**config.mk**
```make
export PLATFORM = sky130hd
export DESIGN_NAME = exLaneEx1
export DESIGN_NICKNAME = d
export VERILOG_FILES = /design/src/exLanePkg.sv /design/src/exLaneEx1.sv /design/src/laneShifter.sv
export VERILOG_INCLUDE_DIRS = /design/src
export SDC_FILE = /design/constraint.sdc
export NUM_CORES = 1
export LEC_CHECK = 0
export BUFFER_PORTS_ARGS = -buffer_cell sky130_fd_sc_hd__buf_2
export CAP_MARGIN = 15
export CORE_UTILIZATION = 30
export DETAILED_ROUTE_END_ITERATION = 10
export MAX_ROUTING_LAYER = met4
export PLACE_DENSITY = 0.52
export RECOVER_POWER = 25
export SYNTH_ARGS = -nofsm -noshare
export SYNTH_HDL_FRONTEND = slang
export SYNTH_SLANG_ARGS = --single-unit
```
**constraint.sdc**
```tcl
create_clock -name clock -period 4.3 [get_ports clock]
set_clock_uncertainty 0.2 [all_clocks]
set_input_delay 0.86 -clock clock [delete_from_list [all_inputs] [get_ports clock]]
set_output_delay 0.86 -clock clock [all_outputs]
set_load 0.01 [all_outputs]
```
**src/exLane_consts.svh**
```systemverilog
`ifndef EXLANE_CONSTS_SVH
`define EXLANE_CONSTS_SVH

// lane count and register file size
`define EX_LANES	3		// 2..4 lanes supported
`define EX_NREGS	64
`define EX_ZZR		6'd63	// discard reg, reads as zero

// condition codes, top two bits of uCmd
`define EX_CC_AL	2'b00	// always
`define EX_CC_NV	2'b01	// never
`define EX_CC_CT	2'b10	// when T set
`define EX_CC_CF	2'b11	// when T clear

// opcodes, low six bits of uCmd
`define EX_UCMD_NOP		6'h00
`define EX_UCMD_MOV_IR	6'h06	// LDI and LDISH8/16/32
`define EX_UCMD_SHAD3	6'h0C	// 32-bit arith shift
`define EX_UCMD_SHLD3	6'h0D	// 32-bit logical shift
`define EX_UCMD_SHADQ3	6'h0E	// 64-bit arith shift
`define EX_UCMD_SHLDQ3	6'h0F	// 64-bit logical shift
`define EX_UCMD_OP_IXS	6'h30	// single-op group, sub-op in uIxt

// OP_IXS sub-ops, low six bits of uIxt
`define EX_IXS_NOP		6'h00
`define EX_IXS_MOVT		6'h01	// Rm = T
`define EX_IXS_MOVNT	6'h02	// Rm = !T

`endif
```
**src/exLanePkg.sv**
```systemverilog
`default_nettype none

`include "exLane_consts.svh"

package exLanePkg;

	typedef logic [5:0]		regIdT;		// register number
	typedef logic [63:0]	regValT;	// register contents
	typedef logic [7:0]		uCmdT;		// cc in [7:6], opcode in [5:0]
	typedef logic [7:0]		uIxtT;		// sub-op / immediate control

	// one micro-op as issued to a lane
	typedef struct packed {
		uCmdT	uCmd;
		uIxtT	uIxt;
		regIdT	idRs;	// source A
		regIdT	idRt;	// source B / immediate carrier
		regIdT	idRm;	// destination
	} laneOpT;

	// whole issue bundle, one op per lane
	typedef struct packed {
		laneOpT [`EX_LANES-1:0]	op;
		logic					srT;	// T bit for predication
		logic					flush;	// kill the whole bundle
	} issueBundleT;

	// operand stage contents for one lane
	typedef struct packed {
		laneOpT	op;
		regValT	valRs;
		regValT	valRt;
		logic	srT;
		logic	flush;
	} laneSlotT;

	// registered lane output
	typedef struct packed {
		logic	valid;	// wants a write
		regIdT	idRn;
		regValT	valRn;
		logic	fault;	// unsupported op seen
		uCmdT	cmd;	// uCmd carried along for fault capture
	} laneResultT;

	// one register file write port
	typedef struct packed {
		logic	enable;
		regIdT	id;
		regValT	value;
	} retireWriteT;

endpackage

`default_nettype wire

```
**src/exLaneEx1.sv**
```systemverilog
`timescale 1ns/1ps
`default_nettype none

`include "exLane_consts.svh"

module exLaneEx1 (
	input	logic						clock,
	input	logic						reset,
	input	exLanePkg::laneSlotT		slot,
	input	logic						slotValid,
	output	exLanePkg::laneResultT		result
);
	import exLanePkg::*;

	logic		opEnable;	// predicate outcome
	logic [5:0]	opCode;		// NOP when disabled
	logic		shArith;
	logic		shQuad;
	regValT		shVal;
	logic		doWrite;
	logic		doFault;
	regValT		outVal;

	// shift amount comes from the low byte of Rt
	laneShifter u_shift (
		.value	(slot.valRs),
		.amount	(slot.valRt[7:0]),
		.arith	(shArith),
		.quad	(shQuad),
		.result	(shVal)
	);

	// predicate, flush overrides everything
	always_comb begin
		case (slot.op.uCmd[7:6])
			`EX_CC_AL:	opEnable = 1'b1;
			`EX_CC_NV:	opEnable = 1'b0;
			`EX_CC_CT:	opEnable = slot.srT;
			default:	opEnable = !slot.srT;	// CF
		endcase
		if (slot.flush)
			opEnable = 1'b0;
		opCode = opEnable ? slot.op.uCmd[5:0] : `EX_UCMD_NOP;
	end

	assign shArith	= (opCode == `EX_UCMD_SHAD3) || (opCode == `EX_UCMD_SHADQ3);
	assign shQuad	= (opCode == `EX_UCMD_SHADQ3) || (opCode == `EX_UCMD_SHLDQ3);

	// decode and result select
	always_comb begin
		doWrite	= 1'b0;
		doFault	= 1'b0;
		outVal	= slot.valRt;	// LDI default

		case (opCode)
			`EX_UCMD_NOP: begin
			end

			`EX_UCMD_MOV_IR: begin
				doWrite = 1'b1;
				case (slot.op.uIxt[3:0])
					4'h0: outVal = slot.valRt;								// LDI
					4'h1: outVal = {slot.valRs[55:0], slot.valRt[7:0]};	// LDISH8
					4'h2: outVal = {slot.valRs[47:0], slot.valRt[15:0]};	// LDISH16
					4'h3: outVal = {slot.valRs[31:0], slot.valRt[31:0]};	// LDISH32
					default: begin
						doWrite	= 1'b0;
						doFault	= 1'b1;	// bad shift-in width
					end
				endcase
			end

			`EX_UCMD_SHAD3, `EX_UCMD_SHLD3,
			`EX_UCMD_SHADQ3, `EX_UCMD_SHLDQ3: begin
				outVal	= shVal;
				doWrite	= 1'b1;
			end

			`EX_UCMD_OP_IXS: begin
				case (slot.op.uIxt[5:0])
					`EX_IXS_NOP: begin
					end
					`EX_IXS_MOVT: begin
						outVal	= {63'b0, slot.srT};
						doWrite	= 1'b1;
					end
					`EX_IXS_MOVNT: begin
						outVal	= {63'b0, !slot.srT};
						doWrite	= 1'b1;
					end
					default: doFault = 1'b1;	// unknown IXS
				endcase
			end

			// mem, mul, fpu, alu3, conv... not handled in this lane
			default: doFault = 1'b1;
		endcase
	end

	// result register
	always_ff @(posedge clock) begin
		if (reset) begin
			result.valid	<= 1'b0;
			result.fault	<= 1'b0;
		end else begin
			result.valid	<= slotValid && doWrite;
			result.fault	<= slotValid && doFault;
		end
		result.idRn		<= slot.op.idRm;
		result.valRn	<= outVal;
		result.cmd		<= slot.op.uCmd;
	end

endmodule

`default_nettype wire

```
**src/laneShifter.sv**
```systemverilog
`timescale 1ns/1ps
`default_nettype none

module laneShifter (
	input	exLanePkg::regValT	value,
	input	logic [7:0]			amount,	// signed, negative = right
	input	logic				arith,
	input	logic				quad,	// 64-bit mode
	output	exLanePkg::regValT	result
);
	import exLanePkg::*;

	logic			neg;
	logic [7:0]		mag;	// magnitude of amount
	logic [5:0]		cnt;	// amount modulo width
	logic [31:0]	sh32;
	regValT			sh64;

	always_comb begin
		neg	= amount[7];
		mag	= neg ? (~amount + 8'd1) : amount;
		cnt	= quad ? mag[5:0] : {1'b0, mag[4:0]};

		if (!neg) begin
			sh32 = value[31:0] << cnt[4:0];
			sh64 = value << cnt;
		end else if (arith) begin
			sh32 = $signed(value[31:0]) >>> cnt[4:0];
			sh64 = $signed(value) >>> cnt;
		end else begin
			sh32 = value[31:0] >> cnt[4:0];
			sh64 = value >> cnt;
		end

		// 32-bit result extended by shift kind
		if (quad)
			result = sh64;
		else
			result = {arith ? {32{sh32[31]}} : 32'h0, sh32};
	end

endmodule

`default_nettype wire

```
==> out/metrics.cfg <==
[run_status]
run_status=finished, violations left
violations=setup timing

[power]
p_sw_mw=2.728
switching_share=0.4971
p_leak_nw=9.204
powerDensity_nw_per_um2=264.4
ir_worst_vdd_v=0.0001495
clkPwrFrac=0.144
p_int_mw=2.760
comb_power_share=0.710
p_seq_frac=0.146

[drt]
via_per_inst=6.360
vias=21044
wl_per_cell_um=35.79
drc=0
ant_nets=0
drt_iter0_drc=2946
wirelength_mm=118.4
first_pass_iters=6

[floorplan]
fp-row-count=81
die_height_um=225.5
die_w_um=225.5
start_util=0.3048
core-area_um2=49150
die-area_um2=50850
io_pins=247

[grt]
grt_pass1_vias=19749
grt_max_degree=79
grtUsageTotal=0.4712
antenna_found_initial=5
grt-ovfl-total=0
grt_pass1_wl_mm=159.6

[clock_tree]
root_buffer=clkbuf_16
numCtsBuffers=9
clockBufferDepth=2
cts.htree.levels=3
cts_hold_buf=0
cts_tree=built
clk_pin_slew_ps=80
cts.sinks=80

[critical_path]
path_class=input pin to flip-flop
crit_fanout=15
start_kind=input pin
cp-startpoint=slot[3]
endpoint_kind=flip-flop
cp.arrival_ps=4520
required_ps=4430

[place]
place_congestion=1.123
dp_hpwl_mm=97.48
post_dp_cell_area_um2=20480
post-place-ws_ps=-319.4
io_buffer_count=232

[yosys]
syn_area_um2=14980
synth.distinct_cells=90
async_reset_ff_frac=0
synth_edf_count=0
yosysMostFrequentCell=mux2i_1
synthTopCellsByCount=mux2i_1 (290), nand2_1 (244), nor2_1 (219)
synthesis.nets=2212
yosys.area.top_type=mux2i_1
syn_avg_cell_area_um2=7.331
ys.flop_type=dfxtp_1
ys_ff_latch=80
synth.top_cell.area_share=0.1937
synth_area_leaders=mux2i_1 (19%), dfxtp_1 (11%), mux2_2 (8.8%)
ys_warn_count=0
ys_seq_area_frac=0.1069
syn_inst=2044

[layout]
syn_to_final_growth_pct=38.52
final_nets=2803
stdcell_area_um2=20760
reg.largest.list=result x80
fin_util=0.4223
largest_register=result
largest_reg_flops=80
final_layout_size_suffix_gt1_frac=0.3549

[worst_hold_path]
min_path_type=input pin to flip-flop
min_from=slot[133]
worstHoldPathCells=1
hold_end=result[76]$_DFF_P_

[sta]
min_period_over_period=1.021
min_period_ps=4390
rsz0062_at_grt=no
fin_ws_ps=-90.39
final_max_slew_viol_count=0
setup_violations=1
tns_ps=-90.39
max_freq_mhz=227.8
hold_viol=0
slew_headroom=0.2408
worst_pin_slew_ps=1134

[run]
cap_viol_max_count=0

## cell type report
cell class | instances | area [um^2]
clock inverters | 6 | 51.30
multi-input cells | 1760 | 12410
clock buffers | 10 | 239.0
fillers | 5187 | 28400
flip-flops and latches | 80 | 1602
inverters | 14 | 52.55
repair buffers | 770 | 5560
well taps | 664 | 830.8
diodes | 5 | 12.51
## worst max-delay path, cell delays in order
cell	delay, ps
buf_2	190
inv_1	90
ha_1	200
nand2b_2	270
xor2_4	370
buf_12	210
mux2_2	400
a22oi_2	180
o221ai_2	190
o31a_1	380
nor4_1	790
buf_4	260
a221o_1	100
## cell usage in the layout (no fill, tap or decap), types with 6 or more instances in the layout
master     Yosys  layout
nor3_1        38      37
nand2b_1      26      26
a211oi_1      47      46
and3_1        10      10
a21o_1        16      16
o211ai_1      35      35
o311a_1        8       8
mux2_2       117     117
a311oi_1       6       6
a221oi_1      13      13
o21ai_1       15      15
nand4_1        8       8
dfxtp_1       80      80
nor4_1        13      13
clkbuf_1      73      33
a2111oi_0      8       8
o311ai_0       6       6
buf_12         0      32
a22o_1         6       6
o22ai_1       29      29
inv_1         10      10
a221o_1       13      13
nor2_1       219     219
o221ai_1      12      12
nand3_1       53      53
a22oi_1       31      31
buf_4         23     503
a21oi_1      156     156
mux2i_1      290     290
a31oi_1       34      34
or3_1          8       8
mux4_2        32      32
o21ai_0      127     127
buf_2         61     200
clkbuf_16      0       9
nor2b_1       12      12
and2_1         6       6
o31ai_1       18      18
nand2_1      244     244
a211o_1        7       7
## how the worst max path moves through the flow
stage | end | cells past startpoint
after global routing | result[57]$_DFF_P_ | 13
after floorplan | result[65]$_DFF_P_ | 15
final | result[57]$_DFF_P_ | 13
after global placement | result[57]$_DFF_P_ | 13
after detailed placement | result[57]$_DFF_P_ | 13
after CTS | result[57]$_DFF_P_ | 13
## per-stage QoR
| step | hold WS (ps) | total power, mW | instances |
|---|---|---|---|
| finish | 380.2 | 5.487 | 3309 |
| global route | 373.8 | 5.598 | 3307 |
| CTS | 369.3 | 5.343 | 3302 |
| detailed placement | 764.0 | 4.537 | 3286 |
| global placement | 765.3 | 4.539 | 3285 |
| floorplan | 687.7 | 2.467 | 2044 |
## logic make-up (layout without fill, tap and decap cells)
family,Yosys count,after routing,synth area share
and+or+nand+nor,654,654,0.1901
AOI/OAI and AO/OA,653,653,0.2910
muxes,447,447,0.3375
buffers and inverters,204,800,0.06922
DFF,80,80,0.1069
xor gates and xnor gates,5,5,0.004426
adders and majority gates,1,1,0.0008349
other,0,5,0
## repair_timing
| item | CTS | global route |
|---|---|---|
| endpoints found under the setup margin | 0 | 1 |
| resized for setup | 0 | 1 |
| setup buffers | 0 | 0 |
## metal layers
metal | vias to the layer above | wire length (um) | GRT usage
li1 | 8965 | - | -
met1 | 10319 | 45960 | 0.5531
met2 | 1416 | 49950 | 0.6973
met3 | 344 | 11530 | 0.1113
met4 | 0 | 10970 | 0.3524
met5 | - | 0 | -
## power groups by stage
stage               registers [mW]  clock network [mW]  logic (mW)
floorplan                    0.842                   0        1.63
global placement             0.817                   0        3.72
detailed placement           0.818                   0        3.72
CTS                          0.800               0.808        3.74
global route                 0.805               0.830        3.96
finish                       0.801               0.789        3.90
No activity file was read; power rests on OpenSTA's default activity.
