### config.mk
export PLATFORM = sky130hd
export DESIGN_NAME = laneRetire
export DESIGN_NICKNAME = d
export VERILOG_FILES = /design/src/exLanePkg.sv /design/src/laneRetire.sv
export VERILOG_INCLUDE_DIRS = /design/src
export SDC_FILE = /design/constraint.sdc
export NUM_CORES = 1
export LEC_CHECK = 0
export ABC_CLOCK_PERIOD_IN_PS = 900
export BUFFER_PORTS_ARGS = -buffer_cell sky130_fd_sc_hd__buf_2
export CAP_MARGIN = 10
export CORE_AREA = 2 2 179 181
export CTS_CLUSTER_DIAMETER = 150
export CTS_CLUSTER_SIZE = 20
export DETAILED_ROUTE_END_ITERATION = 8
export DIE_AREA = 0 0 181 183
export GPL_ROUTABILITY_DRIVEN = 0
export SLEW_MARGIN = 20
export SYNTH_ARGS = -nofsm -noshare
export SYNTH_HDL_FRONTEND = slang
export SYNTH_SLANG_ARGS = --single-unit
### constraint.sdc
create_clock -name clock -period 0.9 [get_ports clock]
set_input_delay 0.09 -clock clock [delete_from_list [all_inputs] [get_ports clock]]
set_output_delay 0.09 -clock clock [all_outputs]
set_load 0.02 [all_outputs]
### src/exLane_consts.svh
`ifndef EXLANE_CONSTS_SVH
`define EXLANE_CONSTS_SVH

// lane count and register file size
`define EX_LANES	3		// 2..4 lanes supported
`define EX_NREGS	64
`define EX_ZZR		6'd63	// discard reg, reads as zero

// condition codes, top two bits of uCmd
`define EX_CC_AL	2'b00	// always
`define EX_CC_NV	2'b01	// never
`define EX_CC_CT	2'b10	// when T set
`define EX_CC_CF	2'b11	// when T clear

// opcodes, low six bits of uCmd
`define EX_UCMD_NOP		6'h00
`define EX_UCMD_MOV_IR	6'h06	// LDI and LDISH8/16/32
`define EX_UCMD_SHAD3	6'h0C	// 32-bit arith shift
`define EX_UCMD_SHLD3	6'h0D	// 32-bit logical shift
`define EX_UCMD_SHADQ3	6'h0E	// 64-bit arith shift
`define EX_UCMD_SHLDQ3	6'h0F	// 64-bit logical shift
`define EX_UCMD_OP_IXS	6'h30	// single-op group, sub-op in uIxt

// OP_IXS sub-ops, low six bits of uIxt
`define EX_IXS_NOP		6'h00
`define EX_IXS_MOVT		6'h01	// Rm = T
`define EX_IXS_MOVNT	6'h02	// Rm = !T

`endif
### src/exLanePkg.sv
`default_nettype none

`include "exLane_consts.svh"

package exLanePkg;

	typedef logic [5:0]		regIdT;		// register number
	typedef logic [63:0]	regValT;	// register contents
	typedef logic [7:0]		uCmdT;		// cc in [7:6], opcode in [5:0]
	typedef logic [7:0]		uIxtT;		// sub-op / immediate control

	// one micro-op as issued to a lane
	typedef struct packed {
		uCmdT	uCmd;
		uIxtT	uIxt;
		regIdT	idRs;	// source A
		regIdT	idRt;	// source B / immediate carrier
		regIdT	idRm;	// destination
	} laneOpT;

	// whole issue bundle, one op per lane
	typedef struct packed {
		laneOpT [`EX_LANES-1:0]	op;
		logic					srT;	// T bit for predication
		logic					flush;	// kill the whole bundle
	} issueBundleT;

	// operand stage contents for one lane
	typedef struct packed {
		laneOpT	op;
		regValT	valRs;
		regValT	valRt;
		logic	srT;
		logic	flush;
	} laneSlotT;

	// registered lane output
	typedef struct packed {
		logic	valid;	// wants a write
		regIdT	idRn;
		regValT	valRn;
		logic	fault;	// unsupported op seen
		uCmdT	cmd;	// uCmd carried along for fault capture
	} laneResultT;

	// one register file write port
	typedef struct packed {
		logic	enable;
		regIdT	id;
		regValT	value;
	} retireWriteT;

endpackage

`default_nettype wire

### src/laneRetire.sv
`timescale 1ns/1ps
`default_nettype none

`include "exLane_consts.svh"

module laneRetire (
	input	logic										clock,
	input	logic										reset,
	input	exLanePkg::laneResultT [`EX_LANES-1:0]		result,
	output	exLanePkg::retireWriteT [`EX_LANES-1:0]	wrPort,
	output	logic										halt,
	output	logic [1:0]									faultLane,
	output	exLanePkg::uCmdT							faultCmd
);
	import exLanePkg::*;

	logic [`EX_LANES-1:0]	rawEn;		// before conflict resolution
	logic					anyFault;
	logic [1:0]				firstLane;	// lowest faulting lane
	uCmdT					firstCmd;

	// write ports, higher lane wins on same Rn
	always_comb begin
		for (int l = 0; l < `EX_LANES; l++) begin
			rawEn[l] = result[l].valid && !result[l].fault &&
				(result[l].idRn != `EX_ZZR);
		end
		for (int l = 0; l < `EX_LANES; l++) begin
			wrPort[l].enable	= rawEn[l];
			wrPort[l].id		= result[l].idRn;
			wrPort[l].value		= result[l].valRn;
			for (int h = l + 1; h < `EX_LANES; h++) begin
				if (rawEn[h] && (result[h].idRn == result[l].idRn))
					wrPort[l].enable = 1'b0;	// shadowed by lane h
			end
		end
	end

	// pick lowest faulting lane, scan high to low
	always_comb begin
		anyFault	= 1'b0;
		firstLane	= 2'd0;
		firstCmd	= '0;
		for (int l = `EX_LANES - 1; l >= 0; l--) begin
			if (result[l].fault) begin
				anyFault	= 1'b1;
				firstLane	= l[1:0];
				firstCmd	= result[l].cmd;
			end
		end
	end

	// sticky halt, first fault only
	always_ff @(posedge clock) begin
		if (reset) begin
			halt		<= 1'b0;
			faultLane	<= 2'd0;
			faultCmd	<= '0;
		end else if (anyFault && !halt) begin
			halt		<= 1'b1;
			faultLane	<= firstLane;
			faultCmd	<= firstCmd;
		end
	end

endmodule

`default_nettype wire

==> results of run 1 <==
[flip-flops by register name (all words and copies together), names as in the netlist]
name and cells:
halt 1, faultLane 2, faultCmd 8
[layer usage]
metal | vias to the layer above | GRT usage, % | wire length, um
met3 | 86 | 3.85 | 1720
li1 | 582 | - | -
met2 | 230 | 9.74 | 4880
met4 | 0 | 5.69 | 874
met1 | 630 | 4.33 | 2700
met5 | - | 0 | 0
[timing repair]
item / CTS / global route
endpoints found under the setup margin: 14 / 15
gates resized for setup: 52 / 36
pin swaps: 36 / 17
buffers inserted: 3 / 1
[synth_stat cells]
master    count  share of area, %
dfxtp_1      11               9.2
nor2b_4       1              0.57
a211oi_1      1              0.31
or2_1         1              0.26
nand3_1       1              0.21
nor3_2        1              0.42
buf_4       211                66
and4_1        1              0.37
o21ai_0       1              0.21
clkbuf_1      2              0.31
nand4_1       5               1.3
a221o_1       8               3.3
nand2_1      10               1.6
xnor2_1      12               4.4
nor2_2        1              0.26
nor2b_1       1              0.26
a311oi_2      1              0.63
nor4_1        1              0.26
nor3_1        3              0.63
nor2_1        3              0.47
buf_6         1              0.47
a21oi_1      12               2.5
xor2_1        6               2.2
o211ai_1      9               2.8
o21ai_1       1              0.21
buf_2         1              0.21
inv_1         3              0.47
[worst reg2reg max path, cell delays in order, from the launching register on]
cell and delay, ns:
dfxtp_4 0.35, buf_12 0.12, nor2_4 0.19, o211ai_1 0.13
a21oi_1 0.15
[cells by family (layout without fill, tap and decap cells)]
group / count (synthesis) / after routing / share of synthesized area [%]
AO/OA/AOI/OAI: 33 / 33 / 10.0
flip-flops: 11 / 11 / 9.20
XOR/XNOR: 18 / 18 / 6.58
AND/OR/NAND/NOR: 29 / 29 / 6.58
buffers and inverters: 218 / 111 / 67.6
[final cells by class]
type,instances,area share (%)
clock buffers,4,3.32
inverters,3,0.843
repair buffers,104,33.8
multi-input cells,80,31.4
well taps,402,21.2
flip-flops and latches,11,9.49
[where the power goes]
| part | internal, uW | total, uW | switching [uW] |
|---|---|---|---|
| Combinational | 462 | 940 | 478 |
| Sequential | 523 | 547 | 24.8 |
| Clock | 596 | 828 | 232 |
| Total | 1580 | 2320 | 735 |
[metrics by stage]
step,util [%],TNS (ns),area [um^2],power (uW)
6_report,7.60,-1.24,2370,2320
5_1_grt,7.60,-2.06,2370,2460
4_1_cts,7.11,-1.49,2220,2290
3_5_place_dp,6.21,-3.46,1940,1320
3_3_place_gp,6.21,-3.14,1940,1320
2_1_floorplan,-,-0.396,2450,2190
[worst min-delay path by stage]
stage / to / cells after the start
2_1_floorplan: faultLane[1] / 1
3_3_place_gp: wrPort[107] / 0
3_5_place_dp: wrPort[107] / 0
4_1_cts: faultCmd[0] / 3
5_1_grt: faultCmd[5] / 3
6_report: faultCmd[0] / 3
==> run_results.csv, run 1 <==
group,metric,value,unit
setup_path,reg2reg_slack,-0.11,ns
setup_path,rr_worst_depth,4,
finish,area_delta_synth_final,-0.888,%
floorplan,initial_utilization,7.67,%
floorplan,fp.dieH,183,um
setup_path,cp.arrival,1.02,ns
status,status,"finished with violations",
setup_path,crit_required,0.81,ns
setup_path,r2r_start,"halt",
yosys,synth.avg_cell_area,7.75,um^2
clock_tree,clock-sinks,11,
setup_path,slowest_stage,"nor3_4",
floorplan,ioPinCount,466,
setup_path,crit_fanout,4,
job,drv_cap,0,
drt,drt_iter0_markers,36,
timing,period_needed,1.11,ns
floorplan,rows,65,
clock_tree,hold_buffers,0,
grt,grt.total_usage,5.77,%
placement,dpl.hpwl,8660,um
clock_tree,clockRootBuffer,"clkbuf_16",
yosys,synth_seq_cells,11,
finish,fillCellCount,3715,
floorplan,die_x,181,um
drt,wl_per_cell,16.9,um
finish,final_nets,445,
yosys,seq_area_frac_synth,9.20,%
yosys,synth_cell_types,27,
grt,antenna_found_initial,0,
power,p_per_area,976,nW/um^2
drt,vias,1528,
finish,multi_input_area,744,um^2
drt,wirelength,10200,um
timing,setup_viol,13,
clock_tree,numCtsBuffers,3,
timing,rsz0062_at_grt,"true",
clock_tree,clockBufferDepth,2,
timing,fin_skew,0.00433,ns
setup_path,crit_cells,6,
grt,grt_pass1_vias,1673,
setup_path,path_buf_inv,2,
timing,hold_slack,0.146,ns
timing,timing.fmax,0.901,GHz
grt,grt_pass1_wl,12800,um
clock_tree,clk_pin_slew,0.05,ns
timing,worst_pin_slew,0.269,ns
floorplan,core-area,31200,um^2
placement,place_ws,-0.352,ns
clock_tree,htree_levels,1,
finish,seq_area,225,um^2
min_path,worstHoldStart,"result[0]",
setup_path,r2r-end,"faultCmd[6]",
clock_tree,insertion_delay,0.24,ns
yosys,synth_fp_nets,551,
setup_path,max_stage_delay,0.27,ns
setup_path,critPathCapture,"wrPort[70]",
finish,antennaDiodeCount,0,
power,vdd_ir_drop_max,0.434,mV
grt,grt_overflow_total,0,
yosys,synth_cells,309,
timing,hold_violations,0,
finish,final_common_cell,"buf_2",
setup_path,worstSetupEndpointType,"output port",
timing,fin_crit_sh,123,%
setup_path,critical_path.cell_chain,"buf_8 -> xnor2_2 -> nand4_1 -> nor3_4 -> a211oi_4 -> buf_6",
power,p_leak,0.000888,uW
timing,finalWorstSetupSlack,-0.209,ns
floorplan,die_area,33100,um^2
drt,via_per_inst,2.53,
finish,drive_above_1_share,69.3,%
placement,dp.cells,598,
timing,maxSlewViolCount,0,
grt,grt_max_degree,12,
finish,final_cell_mix,"buf_2 (59), buf_6 (17), buf_4 (17), xnor2_2 (11), nand2_1 (10)",
setup_path,crit_family,"simple AND/OR/NAND/NOR gates",
setup_path,cp-start-kind,"primary input",
status,violations,"negative setup slack",
setup_path,worst-setup-path-type,"in -> out",
yosys,yosys_warnings,0,
drt,drc_errors,0,
finish,fin_cells,604,
placement,port_buffers,81,
drt,dr.pass1.iters,4,
setup_path,crit_path_start,"result[233]",
clock_tree,tritoncts,"built",
min_path,hp-class,"in -> reg",
yosys,synth_area,2390,um^2
drt,final_antenna_net_count,0,
timing,relSlewSlack,82.0,%
(Power assumes the default switching activity.)
==> run 2, diff against run 1 <==
--- a/config.mk
+++ b/config.mk
@@ -6,14 +6,14 @@
 export SDC_FILE = /design/constraint.sdc
 export NUM_CORES = 1
 export LEC_CHECK = 0
-export ABC_CLOCK_PERIOD_IN_PS = 900
+export ABC_CLOCK_PERIOD_IN_PS = 1100
 export BUFFER_PORTS_ARGS = -buffer_cell sky130_fd_sc_hd__buf_2
 export CAP_MARGIN = 10
-export CORE_AREA = 2 2 179 181
+export CORE_AREA = 2 2 182 184
 export CTS_CLUSTER_DIAMETER = 150
 export CTS_CLUSTER_SIZE = 20
 export DETAILED_ROUTE_END_ITERATION = 8
-export DIE_AREA = 0 0 181 183
+export DIE_AREA = 0 0 184 186
 export GPL_ROUTABILITY_DRIVEN = 0
 export SLEW_MARGIN = 20
 export SYNTH_ARGS = -nofsm -noshare
==> constraint.sdc (replaced) <==
create_clock -name clock -period 1.1 [get_ports clock]
set_input_delay 0.11 -clock clock [delete_from_list [all_inputs] [get_ports clock]]
set_output_delay 0.11 -clock clock [all_outputs]
set_load 0.02 [all_outputs]
==> run 2 against run 1 <==
The run still ends with negative setup slack left. Largest cell class unchanged. Critical path depth up 1. Critical endpoint is now wrPort[141]. Clock power down 17%. First-iteration DRC count up 11%. Clock-buffer cell count unchanged. Power down 21%. Worst hold slack better by 0.024 ns.
==> run_results.csv, run 2 (synthesis results as in run 1) <==
group,metric,value,unit
setup_path,r2r_start,"halt",
timing,maxSlewViolCount,0,
floorplan,core-area,32200,um^2
finish,top_register,"faultCmd",
timing,setup_viol,3,
clock_tree,clockRootBuffer,"clkbuf_16",
finish,final_util,6.89,%
status,status,"finished with violations",
grt,grt_max_degree,12,
clock_tree,numCtsBuffers,3,
clock_tree,htree_levels,1,
finish,final_nets,450,
finish,area_delta_synth_final,-7.37,%
grt,grt_pass1_wl,13100,um
drt,final_antenna_net_count,0,
drt,vias,1523,
floorplan,rows,66,
clock_tree,clk_pin_slew,0.04,ns
floorplan,ioPinCount,466,
timing,hold_violations,0,
finish,drive_above_1_share,63.3,%
setup_path,rr_worst_depth,4,
drt,drt_iter0_markers,40,
clock_tree,insertion_delay,0.24,ns
drt,drc_errors,0,
grt,grt_overflow_total,0,
timing,rsz0062_at_grt,"true",
timing,fin_crit_sh,107,%
grt,grt_pass1_vias,1679,
timing,period_needed,1.17,ns
timing,worst_pin_slew,0.316,ns
power,p_leak,0.000846,uW
setup_path,cp-start-kind,"primary input",
setup_path,worstSetupEndpointType,"output port",
timing,finalWorstSetupSlack,-0.0725,ns
clock_tree,tritoncts,"built",
placement,port_buffers,81,
setup_path,worst-setup-path-type,"in -> out",
drt,via_per_inst,2.47,
setup_path,cp.arrival,1.06,ns
grt,grt.total_usage,5.76,%
job,drv_cap,0,
status,violations,"negative setup slack",
floorplan,initial_utilization,7.44,%
drt,wl_per_cell,17.0,um
finish,fillCellCount,3803,
setup_path,r2r-end,"faultCmd[2]",
setup_path,crit_required,0.99,ns
finish,final_cell_mix,"buf_2 (68), buf_4 (25), a21oi_1 (11)",
placement,place_area,1930,um^2
finish,reg_top3,"faultCmd x8, faultLane x2, halt x1",
timing,relSlewSlack,78.9,%
clock_tree,hold_buffers,0,
finish,largest_register_ff_count,8,
setup_path,crit_fanout,3,
clock_tree,clock-sinks,11,
setup_path,crit_path_start,"result[235]",
placement,dpl.hpwl,9160,um
power,power,1840,uW
clock_tree,clockBufferDepth,2,
setup_path,reg2reg_slack,0.11,ns
finish,final_common_cell,"buf_2",
setup_path,critPathCapture,"wrPort[141]",
power,p_per_area,827,nW/um^2
timing,fin_skew,0.00342,ns
timing,timing.fmax,0.853,GHz
floorplan,die_x,184,um
grt,antenna_found_initial,1,
floorplan,die_area,34200,um^2
drt,dr.pass1.iters,4,
floorplan,fp.dieH,186,um
power,vdd_ir_drop_max,0.315,mV
drt,wirelength,10400,um
finish,final_cell_area,2220,um^2
min_path,hp-class,"in -> reg",
timing,finalSetupTns,-0.138,ns
## run 2: how the worst min path moves through the flow
stage	start	end	cells past startpoint
CTS	result[1]	faultCmd[1]	3
global placement	result[138]	wrPort[120]	0
detailed placement	result[138]	wrPort[120]	0
global route	result[6]	faultCmd[6]	3
finish	result[3]	faultCmd[3]	3
floorplan	reset	faultLane[1]	1
## run 2: power by group
part	internal [uW]	total (uW)	leakage, uW	switching, uW
registers	428	442	0.0000908	14.0
clock network	489	687	0.0000382	198
logic	333	707	0.000717	373
## run 2: per-layer routing
layer / up-vias / global-route usage, % / part of all wire [%]
met5: - / 0 / 0
met2: 209 / 8.29 / 42
met1: 638 / 5.36 / 33
met3: 89 / 4.15 / 17
li1: 587 / - / -
met4: 0 / 5.34 / 8.7
## run 2: area by class of cell
| class | instances | area (um^2) | share of cell area (%) |
|---|---|---|---|
| antenna | 1 | 2.50 | 0.113 |
| clock buffer | 4 | 78.8 | 3.55 |
| inverter | 3 | 11.3 | 0.508 |
| multi-input combinational | 80 | 651 | 29.3 |
| sequential | 11 | 221 | 9.98 |
| tap | 408 | 510 | 23.0 |
| timing repair buffer | 109 | 743 | 33.5 |
## run 2: repair_timing
| action | 4_1_cts | 5_1_grt |
|---|---|---|
| setup buffers | 3 | 1 |
| cloned | 0 | 0 |
| pin swaps | 11 | 6 |
| endpoints found under the hold margin | 0 | 0 |
| endpoints found under the setup margin | 11 | 6 |
| resized for setup | 33 | 9 |
## run 2: worst max-delay path: stages
cell     delay (ns)
buf_2          0.11
buf_4          0.14
xnor2_1        0.15
nand4_1        0.12
nor3_2         0.18
a21oi_2        0.08
buf_2          0.17
## run 2: per-stage QoR
step	hold slack [ns]	std cells	worst slack [ns]
after global routing	0.184	615	-0.116
final	0.170	616	-0.0725
after floorplan	0.189	309	-0.00470
after global placement	0.220	607	-0.187
after detailed placement	0.220	607	-0.219
after CTS	0.166	614	-0.134
==> run 3, diff against run 2 <==
--- a/config.mk
+++ b/config.mk
@@ -7,8 +7,7 @@
 export NUM_CORES = 1
 export LEC_CHECK = 0
 export ABC_CLOCK_PERIOD_IN_PS = 1100
-export BUFFER_PORTS_ARGS = -buffer_cell sky130_fd_sc_hd__buf_2
-export CAP_MARGIN = 10
+export BUFFER_PORTS_ARGS = -buffer_cell sky130_fd_sc_hd__buf_4
 export CORE_AREA = 2 2 182 184
 export CTS_CLUSTER_DIAMETER = 150
 export CTS_CLUSTER_SIZE = 20
==> run 3 against run 2 <==
The flow still finishes with violations (negative setup slack). Utilization up 0.48 points. Worst setup slack barely moved. Combinational power is 9.5% higher. Clock power fell by 2%. Critical path type unchanged. Highest routed layer unchanged.
==> run_results.csv, run 3 (synthesis results as in run 1) <==
group,metric,value,unit
setup_path,crit_fanout,3,
setup_path,worstSetupEndpointType,"output port",
clock_tree,hold_buffers,0,
setup_path,crit_required,0.99,ns
grt,antenna_found_initial,1,
floorplan,die_area,34200,um^2
placement,dpl.hpwl,9260,um
drt,final_antenna_net_count,0,
setup_path,r2r_start,"halt",
setup_path,rr_worst_depth,4,
power,combPwrFrac,40.9,%
setup_path,cp.arrival,1.06,ns
floorplan,die_x,184,um
setup_path,path_common_cell,"buf_4",
finish,drive_above_1_share,63.4,%
min_path,holdPathStages,2,
grt,grt_max_degree,13,
clock_tree,tritoncts,"built",
timing,worst_pin_slew,0.317,ns
setup_path,slowest_stage,"a211oi_2",
power,seqPwrFrac,23.6,%
finish,multi_input_area,677,um^2
drt,via_per_inst,2.47,
finish,final_nets,445,
power,p_per_area,799,nW/um^2
grt,use_met2,8.15,%
floorplan,ioPinCount,466,
placement,place_ws,-0.382,ns
clock_tree,clk_pin_slew,0.04,ns
finish,final_common_cell,"buf_4",
drt,vias,1508,
power,vdd_ir_drop_max,0.330,mV
timing,fin_crit_sh,107,%
finish,largest_register_ff_count,8,
min_path,worstHoldStart,"reset",
status,violations,"negative setup slack",
placement,port_buffers,81,
setup_path,critical_path.cell_chain,"buf_8 -> buf_4 -> xnor2_2 -> nand4_1 -> nor3_2 -> a211oi_2 -> buf_4",
grt,grtUsageMet1,5.36,%
floorplan,initial_utilization,7.44,%
grt,grt_pass1_wl,13200,um
floorplan,fp.dieH,186,um
finish,top_register,"faultCmd",
grt,grt.total_usage,5.78,%
finish,area_delta_synth_final,-0.940,%
timing,finalSetupTns,-0.0784,ns
drt,wl_per_cell,17.3,um
job,drv_cap,0,
timing,relSlewSlack,78.9,%
drt,dr.pass1.iters,4,
setup_path,cp-start-kind,"primary input",
setup_path,reg2reg_slack,0.11,ns
power,p_int,1310,uW
drt,drt_iter0_markers,31,
timing,fin_skew,0.000849,ns
clock_tree,clock-sinks,11,
finish,seq_area,221,um^2
placement,place_area,2080,um^2
finish,reg_top3,"faultCmd x8, faultLane x2, halt x1",
grt,use_met3,4.30,%
power,p_sw_share,30.6,%
min_path,hp-class,"in -> reg",
clock_tree,htree_levels,1,
min_path,holdPathEnd,"halt",
clock_tree,numCtsBuffers,3,
finish,final_cell_mix,"buf_4 (86), buf_6 (12), a21oi_1 (11), nand2_1 (10), dfxtp_1 (10)",
power,power.share.clock,35.5,%
drt,wirelength,10600,um
setup_path,r2r-end,"faultCmd[0]",
setup_path,max_stage_delay,0.24,ns
finish,fillCellCount,3810,
timing,hold_violations,0,
grt,grt_pass1_vias,1663,
finish,final_cell_area,2370,um^2
grt,grt_overflow_total,0,
setup_path,worst-setup-path-type,"in -> out",
timing,setup_viol,2,
floorplan,core-area,32200,um^2
clock_tree,insertion_delay,0.24,ns
drt,drc_errors,0,
status,status,"finished with violations",
timing,timing.fmax,0.853,GHz
timing,rsz0062_at_grt,"true",
timing,finalWorstSetupSlack,-0.0729,ns
floorplan,rows,66,
grt,gr-max-usage-layer,"met2",
timing,maxSlewViolCount,0,
power,switchingPower,581,uW
clock_tree,clockBufferDepth,2,
power,p_leak,0.000886,uW
clock_tree,clockRootBuffer,"clkbuf_16",
timing,period_needed,1.17,ns
## run 3: changes by cell type in the layout (fill, tap and decap cells not counted)
cell	delta
buf_12	-4
buf_2	-68
buf_4	+61
buf_6	+2
buf_8	+5
clkbuf_4	-1
nor2b_2	-1
nor2b_4	+1
nor3_2	-1
nor3_4	+1
xnor2_1	-2
xnor2_2	+2
## run 3: routing by layer
layer,vias up,share of wire (%),wire [um]
met1,630,32,3430
met5,-,0,0
met3,90,18,1860
met4,0,8.7,921
li1,581,-,-
met2,207,41,4360
## run 3: stage by stage
step | cells | hold WS [ns] | power [uW] | util (%)
3_5_place_dp | 603 | 0.220 | 1160 | 6.45
2_1_floorplan | 309 | 0.189 | 1780 | -
3_3_place_gp | 603 | 0.220 | 1160 | 6.45
4_1_cts | 611 | 0.145 | 1910 | 7.20
5_1_grt | 610 | 0.156 | 2000 | 7.36
6_report | 611 | 0.142 | 1890 | 7.37
## run 3: worst max-delay path by stage
stage	to	depth (start not counted)	slack [ns]	from
2_1_floorplan	wrPort[70]	3	-0.005	result[236]
3_3_place_gp	wrPort[70]	7	-0.46	result[88]
3_5_place_dp	wrPort[70]	7	-0.38	result[88]
4_1_cts	wrPort[70]	6	-0.12	result[77]
5_1_grt	wrPort[70]	7	-0.13	result[73]
6_report	wrPort[70]	7	-0.07	result[73]
## run 3: final cells by class
cell class                 instances  area share, %
timing repair buffer             104           36.7
multi-input combinational         80           28.5
tap                              408           21.5
sequential                        11           9.34
clock buffer                       4           3.32
inverter                           3          0.475
antenna                            1          0.105
## run 3: power by group through the flow
| stage | Sequential (uW) | Clock (uW) | Combinational (uW) |
|---|---|---|---|
| after floorplan | 482 | 0 | 1300 |
| after global placement | 454 | 0 | 702 |
| after detailed placement | 454 | 0 | 706 |
| after CTS | 446 | 697 | 772 |
| after global routing | 451 | 717 | 831 |
| final | 447 | 673 | 774 |
## run 3: worst max-delay path, delay by kind of cell
family / cells / cell delay, ns
simple gates: 2 / 0.16
xor+xnor: 1 / 0.12
buf+inv: 3 / 0.44
compound gates: 1 / 0.24
## run 3: what timing repair did
action | CTS | global route
endpoints found under the setup margin | 3 | 11
pin swaps | 10 | 7
gates resized for setup | 30 | 12
setup buffers | 4 | 0
